==> src/include/lsu_defines.svh <==
`ifndef LSU_DEFINES_SVH
`define LSU_DEFINES_SVH

// Data path and byte address width of the core
`define XLEN 32

// One write strobe per byte of a data word
`define STRB_W 4

// Default data RAM size in words, a power of two
`define RAM_DEPTH_WORDS 256

`endif

==> src/source/lsu_pkg.sv <==
`default_nettype none

package lsu_pkg;

  // Operation handed to the load/store unit with each issue strobe
  typedef enum logic [3:0] {
    op_none = 4'd0,
    op_lb   = 4'd1, // Signed byte
    op_lh   = 4'd2, // Signed halfword
    op_lw   = 4'd3,
    op_lbu  = 4'd4,
    op_lhu  = 4'd5,
    op_sb   = 4'd6,
    op_sh   = 4'd7,
    op_sw   = 4'd8
  } lsu_op_e;

  // Bytes per access as log2, same coding as an AXI size field
  typedef enum logic [2:0] {
    size_byte = 3'b000,
    size_half = 3'b001,
    size_word = 3'b010
  } access_size_e;

endpackage

`default_nettype wire

==> src/source/lsu_mem_if.sv <==
`timescale 1ns/1ns
`default_nettype none
`include "lsu_defines.svh"

interface lsu_mem_if import lsu_pkg::*; ();

  logic [`XLEN-1:0]   awaddr;
  access_size_e       awsize;
  logic [`XLEN-1:0]   wdata;
  logic [`STRB_W-1:0] wstrb;
  logic               wvalid; // One cycle, RAM writes at the closing edge

  logic [`XLEN-1:0]   araddr;
  access_size_e       arsize;
  logic               arvalid;

  logic [`XLEN-1:0]   rdata;
  logic               rvalid; // High for exactly the cycle after arvalid

  modport master (
    output awaddr, awsize, wdata, wstrb, wvalid,
    output araddr, arsize, arvalid,
    input  rdata, rvalid
  );

  modport slave (
    input  awaddr, awsize, wdata, wstrb, wvalid,
    input  araddr, arsize, arvalid,
    output rdata, rvalid
  );

  modport monitor (
    input awaddr, awsize, wdata, wstrb, wvalid,
    input araddr, arsize, arvalid, rdata, rvalid
  );

endinterface

`default_nettype wire

==> src/source/lsu.sv <==
`timescale 1ns/1ns
`default_nettype none
`include "lsu_defines.svh"

module lsu import lsu_pkg::*; (
  input  logic              clock_i,
  input  logic              reset_i,

  input  logic              req_i,
  input  lsu_op_e           lsu_op_i,
  input  logic [`XLEN-1:0]  rdata1_i,
  input  logic [`XLEN-1:0]  imm_i,
  input  logic [`XLEN-1:0]  rdata2_i,

  lsu_mem_if.master         mem,

  output logic [`XLEN-1:0]  mem_result_o,
  output logic              result_valid_o,
  output logic              misaligned_o
);

  logic [`XLEN-1:0]   address;
  logic [1:0]         lane;
  logic               is_load;
  logic               is_store;
  access_size_e       size;
  logic               misaligned;

  logic [`XLEN-1:0]   store_data;
  logic [`STRB_W-1:0] base_strb;

  lsu_op_e            pend_op;
  logic [1:0]         pend_lane;
  logic [`XLEN-1:0]   lane_data;
  logic [`XLEN-1:0]   load_value;

  assign address = rdata1_i + imm_i;
  assign lane    = address[1:0];

  always_comb begin
    is_load  = 1'b0;
    is_store = 1'b0;
    size     = size_byte;
    case (lsu_op_i)
      op_lb, op_lbu: begin
        is_load = 1'b1;
        size    = size_byte;
      end
      op_lh, op_lhu: begin
        is_load = 1'b1;
        size    = size_half;
      end
      op_lw: begin
        is_load = 1'b1;
        size    = size_word;
      end
      op_sb: begin
        is_store = 1'b1;
        size     = size_byte;
      end
      op_sh: begin
        is_store = 1'b1;
        size     = size_half;
      end
      op_sw: begin
        is_store = 1'b1;
        size     = size_word;
      end
      default: ;
    endcase
  end

  // Halfwords need an even lane, words need lane zero
  always_comb begin
    case (size)
      size_half: misaligned = lane[0];
      size_word: misaligned = (lane != 2'd0);
      default:   misaligned = 1'b0;
    endcase
  end

  assign misaligned_o = req_i && (is_load || is_store) && misaligned;

  // Store payload is trimmed to its size, then moved up to the addressed lane
  always_comb begin
    case (size)
      size_half: begin
        store_data = {{(`XLEN-16){1'b0}}, rdata2_i[15:0]};
        base_strb  = `STRB_W'(3);
      end
      size_word: begin
        store_data = rdata2_i;
        base_strb  = '1;
      end
      default: begin
        store_data = {{(`XLEN-8){1'b0}}, rdata2_i[7:0]};
        base_strb  = `STRB_W'(1);
      end
    endcase
  end

  assign mem.awaddr  = address;
  assign mem.awsize  = size;
  assign mem.wdata   = store_data << {lane, 3'b000};
  assign mem.wstrb   = base_strb << lane;
  assign mem.wvalid  = req_i && is_store && !misaligned;

  assign mem.araddr  = address;
  assign mem.arsize  = size;
  assign mem.arvalid = req_i && is_load && !misaligned;

  // One entry is enough since the RAM answers in the very next cycle
  always_ff @(posedge clock_i) begin
    if (mem.arvalid) begin
      pend_op   <= lsu_op_i;
      pend_lane <= lane;
    end
  end

  assign lane_data = mem.rdata >> {pend_lane, 3'b000};

  always_comb begin
    case (pend_op)
      op_lb:   load_value = {{(`XLEN-8){lane_data[7]}}, lane_data[7:0]};
      op_lbu:  load_value = {{(`XLEN-8){1'b0}}, lane_data[7:0]};
      op_lh:   load_value = {{(`XLEN-16){lane_data[15]}}, lane_data[15:0]};
      op_lhu:  load_value = {{(`XLEN-16){1'b0}}, lane_data[15:0]};
      op_lw:   load_value = mem.rdata;
      default: load_value = '0;
    endcase
  end

  always_ff @(posedge clock_i) begin
    if (reset_i) begin
      mem_result_o   <= '0;
      result_valid_o <= 1'b0;
    end else begin
      result_valid_o <= mem.rvalid;
      if (mem.rvalid) begin
        mem_result_o <= load_value; // Holds its value between loads
      end
    end
  end

endmodule

`default_nettype wire

==> src/flat_wrapper.sv <==
// flat-port wrapper written by rule: the top's interface ports become plain ports
module lsu_flat import lsu_pkg::*;
  (clock_i, reset_i, req_i, lsu_op_i, rdata1_i, imm_i, rdata2_i, mem_result_o, result_valid_o, misaligned_o, mem_awaddr, mem_awsize, mem_wdata, mem_wstrb, mem_wvalid, mem_araddr, mem_arsize, mem_arvalid, mem_rdata, mem_rvalid);
  lsu_mem_if mem_i ();
  input  logic clock_i;
  input  logic reset_i;
  input  logic req_i;
  input  lsu_op_e lsu_op_i;
  input  logic [`XLEN-1:0] rdata1_i;
  input  logic [`XLEN-1:0] imm_i;
  input  logic [`XLEN-1:0] rdata2_i;
  output logic [`XLEN-1:0] mem_result_o;
  output logic result_valid_o;
  output logic misaligned_o;
  output wire logic [$bits(mem_i.awaddr)-1:0] mem_awaddr;
  output wire logic [$bits(mem_i.awsize)-1:0] mem_awsize;
  output wire logic [$bits(mem_i.wdata)-1:0] mem_wdata;
  output wire logic [$bits(mem_i.wstrb)-1:0] mem_wstrb;
  output wire logic [$bits(mem_i.wvalid)-1:0] mem_wvalid;
  output wire logic [$bits(mem_i.araddr)-1:0] mem_araddr;
  output wire logic [$bits(mem_i.arsize)-1:0] mem_arsize;
  output wire logic [$bits(mem_i.arvalid)-1:0] mem_arvalid;
  input wire logic [$bits(mem_i.rdata)-1:0] mem_rdata;
  input wire logic [$bits(mem_i.rvalid)-1:0] mem_rvalid;
  assign mem_awaddr = mem_i.awaddr;
  assign mem_awsize = mem_i.awsize;
  assign mem_wdata = mem_i.wdata;
  assign mem_wstrb = mem_i.wstrb;
  assign mem_wvalid = mem_i.wvalid;
  assign mem_araddr = mem_i.araddr;
  assign mem_arsize = mem_i.arsize;
  assign mem_arvalid = mem_i.arvalid;
  assign mem_i.rdata = mem_rdata;
  assign mem_i.rvalid = mem_rvalid;
  lsu u_core (.clock_i(clock_i), .reset_i(reset_i), .req_i(req_i), .lsu_op_i(lsu_op_i), .rdata1_i(rdata1_i), .imm_i(imm_i), .rdata2_i(rdata2_i), .mem(mem_i), .mem_result_o(mem_result_o), .result_valid_o(result_valid_o), .misaligned_o(misaligned_o));
endmodule
==> config.mk <==
export PLATFORM = sky130hd
export DESIGN_NAME = lsu_flat
export DESIGN_NICKNAME = d
export VERILOG_FILES = /design/src/source/lsu_pkg.sv /design/src/source/lsu_mem_if.sv /design/src/source/lsu.sv /design/src/flat_wrapper.sv
export VERILOG_INCLUDE_DIRS = /design/src /design/src/include
export SDC_FILE = /design/constraint.sdc
export NUM_CORES = 1
export LEC_CHECK = 0
export BUFFER_PORTS_ARGS = -buffer_cell sky130_fd_sc_hd__buf_2
export CAP_MARGIN = 10
export CORE_AREA = 2 2 109 111
export DETAILED_ROUTE_END_ITERATION = 10
export DIE_AREA = 0 0 111 113
export PLACE_DENSITY = 0.85
export SYNTH_ARGS = -nofsm -noshare
export SYNTH_HDL_FRONTEND = slang
export SYNTH_SLANG_ARGS = --single-unit
==> constraint.sdc <==
create_clock -name clock_i -period 7.4 [get_ports clock_i]
set_clock_uncertainty 0.1 [all_clocks]
set_input_delay 0.37 -clock clock_i [delete_from_list [all_inputs] [get_ports clock_i]]
set_output_delay 0.37 -clock clock_i [all_outputs]
set_load 0.05 [all_outputs]
-- Word level (Yosys, flattened, before mapping)
Cells that the tools add are included.
- register bits after elaboration: 39
- input port bits: 136
- output and inout port bits: 142
- logic and storage cells: 43
- $add $sub $neg: 1
- equality and inequality tests: 15
- shift-type cells: 3
- mux-type cells: 7
- reduce and logical (&&, ||, !) cells: 13
- operators with widths (cell ; count):
    $pmux W32 S5 ; 1
    $pmux W32 S2 ; 1
    $add A32 B32 Y32 ; 1
    $shl A32 B5 Y32 ; 1
    $shr A32 B5 Y16 ; 1
    $eq A4 B3 Y1 const B ; 6
    $eq A4 B2 Y1 const B ; 4
    $eq A4 B1 Y1 const B ; 2
    $pmux W4 S2 ; 1
    $logic_and A1 B1 Y1 ; 6
    $reduce_or A3 Y1 ; 2
    $reduce_or A5 Y1 ; 1
    $eq A4 B4 Y1 const B ; 1
    $pmux W2 S2 ; 1
    $shl A4 B2 Y4 ; 1
    $eq A2 B1 Y1 const B ; 1
    $eq A2 B2 Y1 const B ; 1
    $mux W1 ; 2
    $pmux W1 S2 ; 1
    $reduce_bool A2 Y1 ; 1
    $reduce_or A2 Y1 ; 1
    $logic_not A1 Y1 ; 1
    $logic_or A1 B1 Y1 ; 1

-- Logic depth before layout (Yosys ltp)
Gate-level depths: netlist of the first run.
- depth after elaboration: 7
- depth in mapped cells: 11
- mapped depth without buffers: 11

-- Least setup slack after synthesis of the first run
No wires, ideal clock.
- kind: input -> register
- start point: input lsu_op_i[3]
- end point: register u_core.pend_lane[0], enable pin
- library setup time: 459 ps
- arrival time: 4483 ps
- data required time: 6841 ps
- setup slack: 2358 ps
- cell stages on the path: 8
- buffers on the path: 2
- path through: clkbuf_1 > a21oi_1 > inv_1 > ha_1 > clkbuf_1 > a21oi_1 > o31ai_1 > nor4b_1
- cells in the longest elaborated chain, start to end: 7
- elaborated cells between the ends (all ways): 18
- those cells by class: eq/ne (9); mux (3); reduce/logical (6)
- ends and longest elaborated chain (item ; line ; text):
    start, declared ; flat_wrapper.sv:8 ; input lsu_op_e lsu_op_i;
    $eq A4 B2 Y1, or another cell as far along ; lsu.sv:44 ; case (lsu_op_i)
    $reduce_or A3 Y1 (no line) / $reduce_or A2 Y1 (equally long branches) ; - ;
    $pmux W2 S2 (*) ; lsu.sv:44 ;
    named net mem_arsize[0] ; flat_wrapper.sv:21 ; output wire logic [$bits(mem_i.arsize)-1:0] mem_arsize;
    $eq A2 B2 Y1 / $eq A2 B1 Y1 (equally long branches) ; lsu.sv:75 ; case (size)
    $pmux W1 S2 (*) ; lsu.sv:75 ;
    $logic_not A1 Y1 (*) ; lsu.sv:110 ; assign mem.arvalid = req_i && is_load && !misaligned;
    $logic_and A1 B1 Y1 (*) ; lsu.sv:110 ;
    named net mem_arvalid ; flat_wrapper.sv:22 ; output wire logic [$bits(mem_i.arvalid)-1:0] mem_arvalid;
    end signal, assigned ; lsu.sv:116 ; pend_lane <= lane;
    end, declared ; lsu.sv:33 ; logic [1:0] pend_lane;
The timed path passes the listed nets; every way through them passes the cells marked *.
A chain may end at the register's enable or synchronous reset.

-- Worst setup path after layout of the first run
- start point: input rdata1_i[0]
- end point: output mem_awaddr[30]
- cells in the longest elaborated chain, start to end: 1
- ends and longest elaborated chain (item ; line ; text):
    start, declared ; flat_wrapper.sv:9 ; input logic [`XLEN-1:0] rdata1_i;
    $add A32 B32 Y32 ; lsu.sv:37 ; assign address = rdata1_i + imm_i;
    end, declared ; flat_wrapper.sv:15 ; output wire logic [$bits(mem_i.awaddr)-1:0] mem_awaddr;
Every way passes these cells.

==> results of run 1 <==
## metal layers
layer  track usage  share of wire  vias up
met5             0              0        -
met1         0.297           0.41     2553
met3        0.0359          0.085       29
met2         0.411           0.49      309
met4        0.0500          0.021        0
li1              -              -     2709
## through the flow
stage | area (sq um) | setup WS [ps] | utilization | hold slack, ps
detailed placement | 5820 | 3760 | 0.517 | 363
finish | 5990 | 3760 | 0.531 | 238
global route | 5990 | 3540 | 0.531 | 243
CTS | 5990 | 3740 | 0.531 | 237
global placement | 5820 | 3900 | 0.517 | 356
floorplan | 4700 | 2360 | - | 369
## worst register-to-register path, stage by stage, from the launching register on
cell and delay (ps):
sky130_fd_sc_hd__edfxtp_1 990, sky130_fd_sc_hd__and2b_1 370, sky130_fd_sc_hd__nand2_1 100, sky130_fd_sc_hd__o21ai_0 120, sky130_fd_sc_hd__a22o_1 220, sky130_fd_sc_hd__nand2_1 380
sky130_fd_sc_hd__nand2_1 110, sky130_fd_sc_hd__a22o_1 210
## where the power goes
| group | internal (mW) | total, mW | switching (mW) | leakage (nW) |
|---|---|---|---|---|
| logic | 0.202 | 0.797 | 0.595 | 2.73 |
| clock network | 0.159 | 0.240 | 0.0808 | 0.0781 |
| registers | 0.221 | 0.231 | 0.00998 | 0.322 |
| total | 0.582 | 1.27 | 0.686 | 3.13 |
## sequential cells by signal, summed over array words and instances (netlist names)
name                   flops
u_core.mem_result_o       32
u_core.pend_op             4
u_core.pend_lane           2
u_core.result_valid_o      1
## worst max-delay path by stage
stage / from / end / slack (ps) / depth (start not counted)
floorplan: lsu_op_i[3] / u_core.pend_lane[0] / 2360 / 8
global placement: rdata1_i[0] / mem_awaddr[30] / 3900 / 11
detailed placement: rdata1_i[0] / mem_awaddr[30] / 3760 / 11
CTS: rdata1_i[0] / mem_awaddr[30] / 3740 / 11
global route: rdata1_i[0] / mem_araddr[30] / 3540 / 11
finish: rdata1_i[0] / mem_awaddr[30] / 3760 / 11
## kinds of logic (layout without fill, tap and decap cells)
family                   Yosys count  in the layout  share of synthesized area
other                              1              2                   0.000799
multiplexers                      18             18                     0.0386
adder cells (fa/ha/maj)           36             36                     0.0975
AO/OA/AOI/OAI                    209            209                      0.304
XOR/XNOR                          33             33                     0.0615
flip-flops                        39             39                      0.179
AND/OR/NAND/NOR                  220            220                      0.213
buffers and inverters             90            297                      0.106
## synth_stat cells, types with 11 or more instances
cell / instances
sky130_fd_sc_hd__a22o_1: 17
sky130_fd_sc_hd__and2_1: 14
sky130_fd_sc_hd__nor2_1: 51
sky130_fd_sc_hd__nand2_1: 99
sky130_fd_sc_hd__o21ai_0: 33
sky130_fd_sc_hd__xnor2_1: 16
sky130_fd_sc_hd__buf_4: 36
sky130_fd_sc_hd__a21o_1: 14
sky130_fd_sc_hd__a21oi_1: 57
sky130_fd_sc_hd__nor2b_1: 12
sky130_fd_sc_hd__clkbuf_1: 29
sky130_fd_sc_hd__ha_1: 35
sky130_fd_sc_hd__and3_1: 11
sky130_fd_sc_hd__xor2_1: 17
sky130_fd_sc_hd__mux2i_1: 17
sky130_fd_sc_hd__dfxtp_1: 33
sky130_fd_sc_hd__o22ai_1: 13
## final cells by class
class | count | share of cell area
clock buffers | 7 | 0.0222
multi-input cells | 518 | 0.562
repair buffers | 278 | 0.234
inverters | 11 | 0.00690
flip-flops and latches | 39 | 0.140
clock inverters | 1 | 0.00502
well taps | 143 | 0.0299
==> impl_metrics.py, run 1 <==
metrics = {
    "outcome": {
        "status": "completed",
    },
    "worst_setup_path": {
        "worst_r2r_path_depth": 7,
        "r2r_start": "u_core.pend_lane[1]",
        "critPathSlowestCell": "sky130_fd_sc_hd__fa_1",
        "cp_cell_sequence": "buf_2, ha_1, fa_1, a21oi_1, o221ai_1, o31ai_1, a21oi_1, o21ai_1, o21ai_0, xor2_1, buf_2",
        "cpPeakStageDelay_ps": 440,
        "worst_setup_path_type": "input port to output pin",
        "worst_path_dominant_cell_family": "compound AO/OA/AOI/OAI gates",
        "worst_ep_required_time_ps": 6930,
        "path_max_fanout": 3,
        "timing.rr.end": "u_core.mem_result_o[20]",
        "regToRegSetupSlack_ps": 4690,
        "endpoint_kind": "output pin",
        "timing.critical_path.from_type": "input port",
        "crit_buf_inv": 2,
        "timing.critical_path.arrival_ps": 3170,
    },
    "floorplanning": {
        "floorplan.core_area_sq_um": 11300,
        "fp.dieW_microns": 111,
        "rows": 39,
        "die_y_microns": 113,
        "initial_core_util": 0.417,
        "boundaryPins": 278,
        "design.die.area_sq_um": 12500,
    },
    "clock_tree": {
        "htree_num_levels": 2,
        "cts.repair.resized": 0,
        "root_buffer": "sky130_fd_sc_hd__clkbuf_16",
        "clock_tree_from_tritoncts": "built",
        "numCtsBuffers": 5,
        "clk_transition_reported_paths_ps": 60,
        "cts.sink_count": 39,
        "cts.repair_timing.setup_buffer_count": 0,
        "cts.path.max_buffers": 2,
        "postCtsHoldBufs": 0,
        "clk-insertion-delay-late_ps": 280,
    },
    "sta": {
        "final_hold_viol_count": 0,
        "tightest_slew_ps": 1070,
        "max-slew-margin-rel": 0.288,
        "maxSlewViolCount": 0,
        "unrepaired_setup_endpoints_after_global_routing": "no",
        "finalSetupViolCount": 0,
        "achievable-frequency_ghz": 0.274,
        "fin_crit_sh": 0.493,
        "final.setup.tns_ps": 0,
        "final_period_minus_worst_setup_slack_ps": 3640,
    },
    "final_layout": {
        "syn_to_final_growth_pct": 27.5,
        "filler_cell_count": 1111,
        "antenna_cell_count": 0,
        "multiInputGateArea_sq_um": 3360,
        "most-common-layout-cells": "sky130_fd_sc_hd__buf_2 (275), sky130_fd_sc_hd__nand2_1 (99), sky130_fd_sc_hd__a21oi_1 (57), sky130_fd_sc_hd__nor2_1 (51), sky130_fd_sc_hd__ha_1 (35)",
        "drive_above_1_share": 0.347,
        "num-nets-final": 1025,
        "layout.area.seq_sq_um": 841,
        "most_common_cell_after_layout_fill_and_taps_aside": "sky130_fd_sc_hd__buf_2",
        "stdcell_count": 997,
    },
    "detailed_routing": {
        "remaining_drc_errors": 0,
        "routed-via-count": 5600,
        "wire_per_inst_microns": 15.6,
        "routed_via_density": 5.62,
        "antenna_violating_nets_post_route": 0,
        "dr.first_iter.drc_count": 532,
        "route.final.wire_length_microns": 15500,
        "drt_pass1_iterations": 5,
    },
    "synth": {
        "synth_edf_count": 6,
        "seq_area_frac_synth": 0.179,
        "synth.top_cells.by_area": "sky130_fd_sc_hd__dfxtp_1 (14%), sky130_fd_sc_hd__ha_1 (9.3%), sky130_fd_sc_hd__nand2_1 (7.9%)",
        "synth_largest_area_cell": "sky130_fd_sc_hd__dfxtp_1",
        "yosys_warnings": 0,
        "mapped_avg_cell_area_sq_um": 7.27,
        "synth_top_area_frac": 0.141,
        "ys_types": 64,
        "async_set_or_reset_flop_fraction_in_the_synthesized_netlist": 0,
        "syn-instance-count": 646,
        "synth_area_sq_um": 4700,
        "ys_seq_elements": 39,
        "synthFlopType": "sky130_fd_sc_hd__dfxtp_1",
    },
    "pwr": {
        "leakage_nw": 3.13,
        "pwr_density_cell_nw_per_um2": 212,
        "irDropWorstVdd_mv": 0.206,
        "total_power_mw": 1.27,
    },
    "global_routing": {
        "antenna_violations_before_repair": 0,
        "track_usage": 0.231,
        "grt_first_pass_wirelength_microns": 24400,
        "first_global_vias": 4941,
        "grt_max_degree": 38,
        "grt.overflow.total": 0,
    },
    "job": {
        "max_cap_viol_count": 0,
    },
    "worst_hold_path": {
        "worstHoldStart": "lsu_op_i[1]",
        "timing.hold.worst_endpoint": "u_core.pend_op[1]",
        "min_path_cells": 1,
        "worstHoldPathType": "input port to flop",
    },
    "place": {
        "placement.io_buffers": 275,
        "placedCellCount": 989,
        "dp_hpwl_microns": 12600,
        "gpl.final_weighted_congestion": 1.01,
    },
}
Note: power is estimated with default switching activity, not from simulation.
==> run 2: changes to the inputs <==
--- a/config.mk
+++ b/config.mk
@@ -6,12 +6,13 @@
 export SDC_FILE = /design/constraint.sdc
 export NUM_CORES = 1
 export LEC_CHECK = 0
+export ABC_AREA = 1
 export BUFFER_PORTS_ARGS = -buffer_cell sky130_fd_sc_hd__buf_2
 export CAP_MARGIN = 10
-export CORE_AREA = 2 2 109 111
+export CORE_MARGIN = 2
+export CORE_UTILIZATION = 44
 export DETAILED_ROUTE_END_ITERATION = 10
-export DIE_AREA = 0 0 111 113
-export PLACE_DENSITY = 0.85
+export PLACE_DENSITY = 0.88
 export SYNTH_ARGS = -nofsm -noshare
 export SYNTH_HDL_FRONTEND = slang
 export SYNTH_SLANG_ARGS = --single-unit
==> constraint.sdc (replaced) <==
create_clock -name clock_i -period 3.18 [get_ports clock_i]
set_clock_uncertainty 0.1 [all_clocks]
set_input_delay 0.159 -clock clock_i [delete_from_list [all_inputs] [get_ports clock_i]]
set_output_delay 0.159 -clock clock_i [all_outputs]
set_load 0.05 [all_outputs]
==> impl_metrics.py, run 2 <==
metrics = {
    "outcome": {
        "status": "completed",
    },
    "worst_setup_path": {
        "path_max_fanout": 9,
        "cpPeakStageDelay_ps": 600,
        "worst_setup_path_type": "input port to output pin",
        "endpoint_kind": "output pin",
        "cp_cell_sequence": "buf_2, ha_1, fa_1, nor2_2, clkinv_1, o21ai_1, o21ai_0, o21ai_1, buf_2",
        "timing.critical_path.from_type": "input port",
        "timing.critical_path.arrival_ps": 2340,
        "worst_ep_required_time_ps": 2920,
        "critPathSlowestCell": "sky130_fd_sc_hd__fa_1",
    },
    "clock_tree": {
        "postCtsHoldBufs": 0,
        "clk-insertion-delay-late_ps": 280,
        "htree_num_levels": 2,
        "root_buffer": "sky130_fd_sc_hd__clkbuf_16",
        "numCtsBuffers": 5,
        "clk_transition_reported_paths_ps": 50,
        "cts.sink_count": 39,
        "cts.repair.resized": 0,
        "cts.repair_timing.setup_buffer_count": 0,
        "clock_tree_from_tritoncts": "built",
        "cts.path.max_buffers": 2,
    },
    "final_layout": {
        "antenna_cell_count": 0,
        "reg_top3": "u_core.mem_result_o: 32 flops, u_core.pend_op: 4 flops, u_core.pend_lane: 2 flops",
        "top_register": "u_core.mem_result_o",
        "filler_cell_count": 1318,
        "num-nets-final": 1441,
        "most_common_cell_after_layout_fill_and_taps_aside": "sky130_fd_sc_hd__nand2_1",
        "largest_register_ff_count": 32,
        "drive_above_1_share": 0.291,
        "syn_to_final_growth_pct": 24.4,
        "most-common-layout-cells": "sky130_fd_sc_hd__nand2_1 (400), sky130_fd_sc_hd__buf_2 (275), sky130_fd_sc_hd__inv_1 (158), sky130_fd_sc_hd__nor2_1 (95), sky130_fd_sc_hd__a21oi_1 (42)",
    },
    "floorplanning": {
        "floorplan.core_area_sq_um": 13100,
        "fp.dieW_microns": 119,
        "boundaryPins": 278,
        "initial_core_util": 0.446,
        "design.die.area_sq_um": 14200,
        "rows": 42,
        "die_y_microns": 119,
    },
    "place": {
        "dp_hpwl_microns": 14900,
        "placement.io_buffers": 275,
        "worst_setup_slack_post_dpl_ps": 639,
        "gpl.final_weighted_congestion": 1.03,
    },
    "synth": {
        "ys_types": 38,
        "mapped_avg_cell_area_sq_um": 5.60,
        "syn-instance-count": 1042,
        "async_set_or_reset_flop_fraction_in_the_synthesized_netlist": 0,
        "synth_area_sq_um": 5830,
        "seq_area_frac_synth": 0.144,
        "yosysMostFrequentCell": "sky130_fd_sc_hd__nand2_1",
        "synth_edf_count": 6,
        "synth_largest_area_cell": "sky130_fd_sc_hd__nand2_1",
        "synth_top_cells_by_count": "sky130_fd_sc_hd__nand2_1 (400), sky130_fd_sc_hd__inv_1 (158), sky130_fd_sc_hd__nor2_1 (96)",
        "synth.top_cells.by_area": "sky130_fd_sc_hd__nand2_1 (26%), sky130_fd_sc_hd__dfxtp_1 (11%), sky130_fd_sc_hd__inv_1 (10%)",
        "synth_top_area_frac": 0.257,
        "yosys_warnings": 0,
        "synthFlopType": "sky130_fd_sc_hd__dfxtp_1",
        "ys_seq_elements": 39,
    },
    "pwr": {
        "total_power_mw": 3.12,
        "irDropWorstVdd_mv": 0.240,
        "leakage_nw": 4.54,
        "pwr_density_cell_nw_per_um2": 430,
    },
    "sta": {
        "final.setup.tns_ps": 0,
        "final_critical_path_setup_slack_ps": 578,
        "final_hold_viol_count": 0,
        "finalSetupViolCount": 0,
        "unrepaired_setup_endpoints_after_global_routing": "no",
        "maxSlewViolCount": 0,
        "final_period_minus_worst_setup_slack_ps": 2600,
        "achievable-frequency_ghz": 0.384,
        "max-slew-margin-rel": 0.295,
        "worst_hold_slack_ps": 14.3,
        "fin_crit_sh": 0.818,
        "tightest_slew_ps": 1060,
    },
    "global_routing": {
        "first_global_vias": 6595,
        "grt_first_pass_wirelength_microns": 30000,
        "grt_max_degree": 34,
        "antenna_violations_before_repair": 0,
        "track_usage": 0.251,
        "grt.overflow.total": 0,
    },
    "detailed_routing": {
        "wire_per_inst_microns": 12.7,
        "routed_via_density": 4.99,
        "route.final.wire_length_microns": 18300,
        "routed-via-count": 7213,
        "remaining_drc_errors": 0,
        "drt_pass1_iterations": 6,
        "dr.first_iter.drc_count": 836,
        "antenna_violating_nets_post_route": 0,
    },
    "worst_hold_path": {
        "worstHoldPathType": "input port to flop",
    },
    "job": {
        "max_cap_viol_count": 0,
    },
}
-- run 2: cell count changes after synthesis, sizes merged, moves of 15 or more --
cell / delta
nand2: +319
inv: +151
nor2: +49
nand3: +47
o21ai: +23
clkbuf: -21
a22o: -17
xnor2: -15
-- run 2: cell families (layout without fill, tap and decap cells) --
logic type               count (synthesis)  count (layout)  share of synthesized area
AND/OR/NAND/NOR                        581             581                      0.419
AO/OA/AOI/OAI                          137             137                      0.139
flip-flops                              39              39                      0.144
buffers and inverters                  225             452                      0.183
adder cells (fa/ha/maj)                 36              36                     0.0785
other                                    1               2                   0.000643
multiplexers                             7               7                     0.0120
XOR/XNOR                                16              16                     0.0240
-- run 2: path summary, 6_finish.rpt --
path | from | end | slack, ps | depth (start not counted)
worst max-delay path | rdata1_i[0] | mem_wdata[23] | 580 | 9
worst min-delay path | lsu_op_i[2] | u_core.pend_op[2] | 10 | 1
worst max register to register | u_core.pend_lane[1] | u_core.mem_result_o[25] | 1070 | 7
worst min register to register | u_core.mem_result_o[2] | u_core.mem_result_o[2] | 360 | 2
-- run 2: layer usage --
metal / part of all wire / global-route usage / vias up
li1: - / - / 3631
met1: 0.41 / 0.319 / 3178
met2: 0.48 / 0.448 / 369
met3: 0.093 / 0.0345 / 35
met4: 0.018 / 0.0610 / 0
met5: 0 / 0 / -
-- run 2: layout make-up --
cell class,instances,area (sq um),share of cell area
inverter,162,613,0.0845
sequential,39,841,0.116
tap,176,220,0.0303
multi-input combinational,779,3970,0.547
clock inverter,1,30.0,0.00414
clock buffer,7,154,0.0212
timing repair buffer,282,1430,0.197
-- run 2: critical path: cells and delay by family --
family	cells	cell delay, ps
compound gates	3	420
simple gates	1	190
buf+inv	3	740
fa+ha+maj	2	820
-- run 2: power breakdown --
group	internal (mW)	switching, mW	total (mW)
Clock	0.418	0.198	0.617
Sequential	0.520	0.0141	0.534
Combinational	0.467	1.50	1.97
-- run 2: per-stage QoR --
stage	area [sq um]	cells	utilization
after floorplan	5880	1043	-
after global placement	7070	1438	0.541
after detailed placement	7070	1438	0.541
final	7260	1446	0.555
after global routing	7260	1446	0.555
after CTS	7260	1446	0.555
==> run 3: changes to the inputs <==
--- a/config.mk
+++ b/config.mk
@@ -10,9 +10,9 @@
 export BUFFER_PORTS_ARGS = -buffer_cell sky130_fd_sc_hd__buf_2
 export CAP_MARGIN = 10
 export CORE_MARGIN = 2
-export CORE_UTILIZATION = 44
+export CORE_UTILIZATION = 45
 export DETAILED_ROUTE_END_ITERATION = 10
-export PLACE_DENSITY = 0.88
+export PLACE_DENSITY = 0.86
 export SYNTH_ARGS = -nofsm -noshare
 export SYNTH_HDL_FRONTEND = slang
 export SYNTH_SLANG_ARGS = --single-unit
==> constraint.sdc (replaced) <==
create_clock -name clock_i -period 2.4 [get_ports clock_i]
set_clock_uncertainty 0.1 [all_clocks]
set_input_delay 0.12 -clock clock_i [delete_from_list [all_inputs] [get_ports clock_i]]
set_output_delay 0.12 -clock clock_i [all_outputs]
set_load 0.05 [all_outputs]
==> impl_metrics.py, run 3 (synthesis results as in run 2) <==
metrics = {
    "sta": {
        "achievable-frequency_ghz": 0.433,
        "tightest_slew_ps": 805,
        "final.setup.tns_ps": 0,
        "final_critical_path_setup_slack_ps": 89.7,
        "maxSlewViolCount": 0,
        "final_period_minus_worst_setup_slack_ps": 2310,
        "worst_hold_slack_ps": 38.7,
        "fin_crit_sh": 0.963,
        "final_hold_viol_count": 0,
        "finalSetupViolCount": 0,
        "max-slew-margin-rel": 0.463,
    },
    "place": {
        "placed_standard_cell_area_sq_um": 7460,
        "worst_setup_slack_post_dpl_ps": 20.5,
        "gpl.final_weighted_congestion": 0.958,
        "placedCellCount": 1461,
        "placement.io_buffers": 275,
        "dp_hpwl_microns": 15900,
    },
    "final_layout": {
        "most-common-layout-cells": "sky130_fd_sc_hd__nand2_1 (400), sky130_fd_sc_hd__buf_2 (258), sky130_fd_sc_hd__inv_1 (157), sky130_fd_sc_hd__nor2_1 (74), sky130_fd_sc_hd__a21oi_1 (41)",
        "num-nets-final": 1470,
        "syn_to_final_growth_pct": 32.4,
        "design_area_sq_um": 7720,
        "top_register": "u_core.mem_result_o",
        "reg_top3": "u_core.mem_result_o: 32 flops, u_core.pend_op: 4 flops, u_core.pend_lane: 2 flops",
        "stdcell_count": 1471,
        "final_util": 0.612,
        "largest_register_ff_count": 32,
        "drive_above_1_share": 0.336,
        "most_common_cell_after_layout_fill_and_taps_aside": "sky130_fd_sc_hd__nand2_1",
        "antenna_cell_count": 0,
    },
    "pwr": {
        "leakage_nw": 4.71,
        "pwr_density_cell_nw_per_um2": 550,
        "total_power_mw": 4.25,
        "irDropWorstVdd_mv": 0.301,
    },
    "clock_tree": {
        "clk_transition_reported_paths_ps": 50,
        "root_buffer": "sky130_fd_sc_hd__clkbuf_16",
        "cts.repair_timing.setup_buffer_count": 0,
        "numCtsBuffers": 5,
        "clk-insertion-delay-late_ps": 280,
        "htree_num_levels": 2,
        "clock_tree_from_tritoncts": "built",
        "cts.sink_count": 39,
        "cts.path.max_buffers": 2,
    },
    "worst_setup_path": {
        "worst_r2r_path_depth": 7,
        "path_max_fanout": 9,
        "regToRegSetupSlack_ps": 330,
        "timing.critical_path.from_type": "input port",
        "timing.critical_path.arrival_ps": 2090,
        "worst_setup_path_type": "input port to output pin",
        "worst_ep_required_time_ps": 2180,
        "endpoint_kind": "output pin",
        "timing.rr.end": "u_core.mem_result_o[25]",
        "r2r_start": "u_core.pend_lane[1]",
    },
    "detailed_routing": {
        "routed_via_density": 4.95,
        "drt_pass1_iterations": 6,
        "dr.first_iter.drc_count": 627,
        "remaining_drc_errors": 0,
        "route.final.wire_length_microns": 19400,
        "wire_per_inst_microns": 13.2,
        "routed-via-count": 7276,
        "antenna_violating_nets_post_route": 0,
    },
    "global_routing": {
        "global_route.peak_usage_layer": "met2",
        "antenna_violations_before_repair": 0,
        "grtUsageMet1": 0.353,
        "grt.overflow.total": 0,
        "grt_max_degree": 34,
        "grt.met2_usage": 0.451,
        "grt_first_pass_wirelength_microns": 30800,
        "routing_usage_on_met3": 0.0247,
        "track_usage": 0.264,
        "first_global_vias": 6388,
    },
    "worst_hold_path": {
        "worstHoldStart": "lsu_op_i[1]",
        "worstHoldPathType": "input port to flop",
        "min_path_cells": 2,
        "timing.hold.worst_endpoint": "u_core.pend_op[1]",
    },
    "floorplanning": {
        "die_y_microns": 118,
        "rows": 41,
        "design.die.area_sq_um": 13900,
        "floorplan.core_area_sq_um": 12600,
        "boundaryPins": 278,
        "fp.dieW_microns": 118,
        "initial_core_util": 0.462,
    },
    "outcome": {
        "status": "completed",
    },
    "job": {
        "max_cap_viol_count": 0,
    },
}
## run 3: per-layer routing
| metal | vias up | routed length [microns] | part of all wire |
|---|---|---|---|
| met5 | - | 0 | 0 |
| met4 | 0 | 560 | 0.029 |
| met3 | 44 | 1400 | 0.072 |
| met2 | 323 | 9100 | 0.47 |
| met1 | 3221 | 8310 | 0.43 |
| li1 | 3688 | - | - |
## run 3: power breakdown
| group | internal [mW] | switching [mW] |
|---|---|---|
| logic | 0.736 | 2.06 |
| registers | 0.689 | 0.0191 |
| clock network | 0.484 | 0.254 |
## run 3: worst max path at each step
| stage | start | to | slack [ps] | cells after the start |
|---|---|---|---|---|
| after floorplan | lsu_op_i[2] | u_core.pend_lane[0] | -100 | 9 |
| after global placement | lsu_op_i[2] | mem_wdata[28] | 110 | 13 |
| after detailed placement | lsu_op_i[2] | mem_wdata[27] | 20 | 13 |
| after CTS | lsu_op_i[2] | mem_wdata[27] | 10 | 13 |
| after global routing | lsu_op_i[3] | mem_wdata[28] | -10 | 14 |
| final | lsu_op_i[3] | mem_wdata[15] | 90 | 14 |
## run 3: area by class of cell
class,count,area (sq um)
clock buffer,5,125
clock inverter,3,38.8
fill,1251,4900
inverter,162,613
multi-input combinational,779,4140
sequential,39,841
tap,172,215
timing repair buffer,311,1750
## run 3: repair_timing
item	CTS	global route
hold endpoints to repair	2	0
setup endpoints to repair	0	19
gates resized for setup	0	44
hold buffers	2	0
## run 3: critical path, stage by stage
cell                       delay, ps
sky130_fd_sc_hd__buf_2           120
sky130_fd_sc_hd__buf_4           140
sky130_fd_sc_hd__nor2_2          120
sky130_fd_sc_hd__inv_2            60
sky130_fd_sc_hd__o21ai_4         120
sky130_fd_sc_hd__inv_1            80
sky130_fd_sc_hd__ha_1            290
sky130_fd_sc_hd__o21bai_1        170
sky130_fd_sc_hd__buf_4           180
sky130_fd_sc_hd__nor2_1          120
sky130_fd_sc_hd__o21ai_0         100
sky130_fd_sc_hd__buf_4           150
sky130_fd_sc_hd__nor2_2           70
sky130_fd_sc_hd__clkbuf_4        230
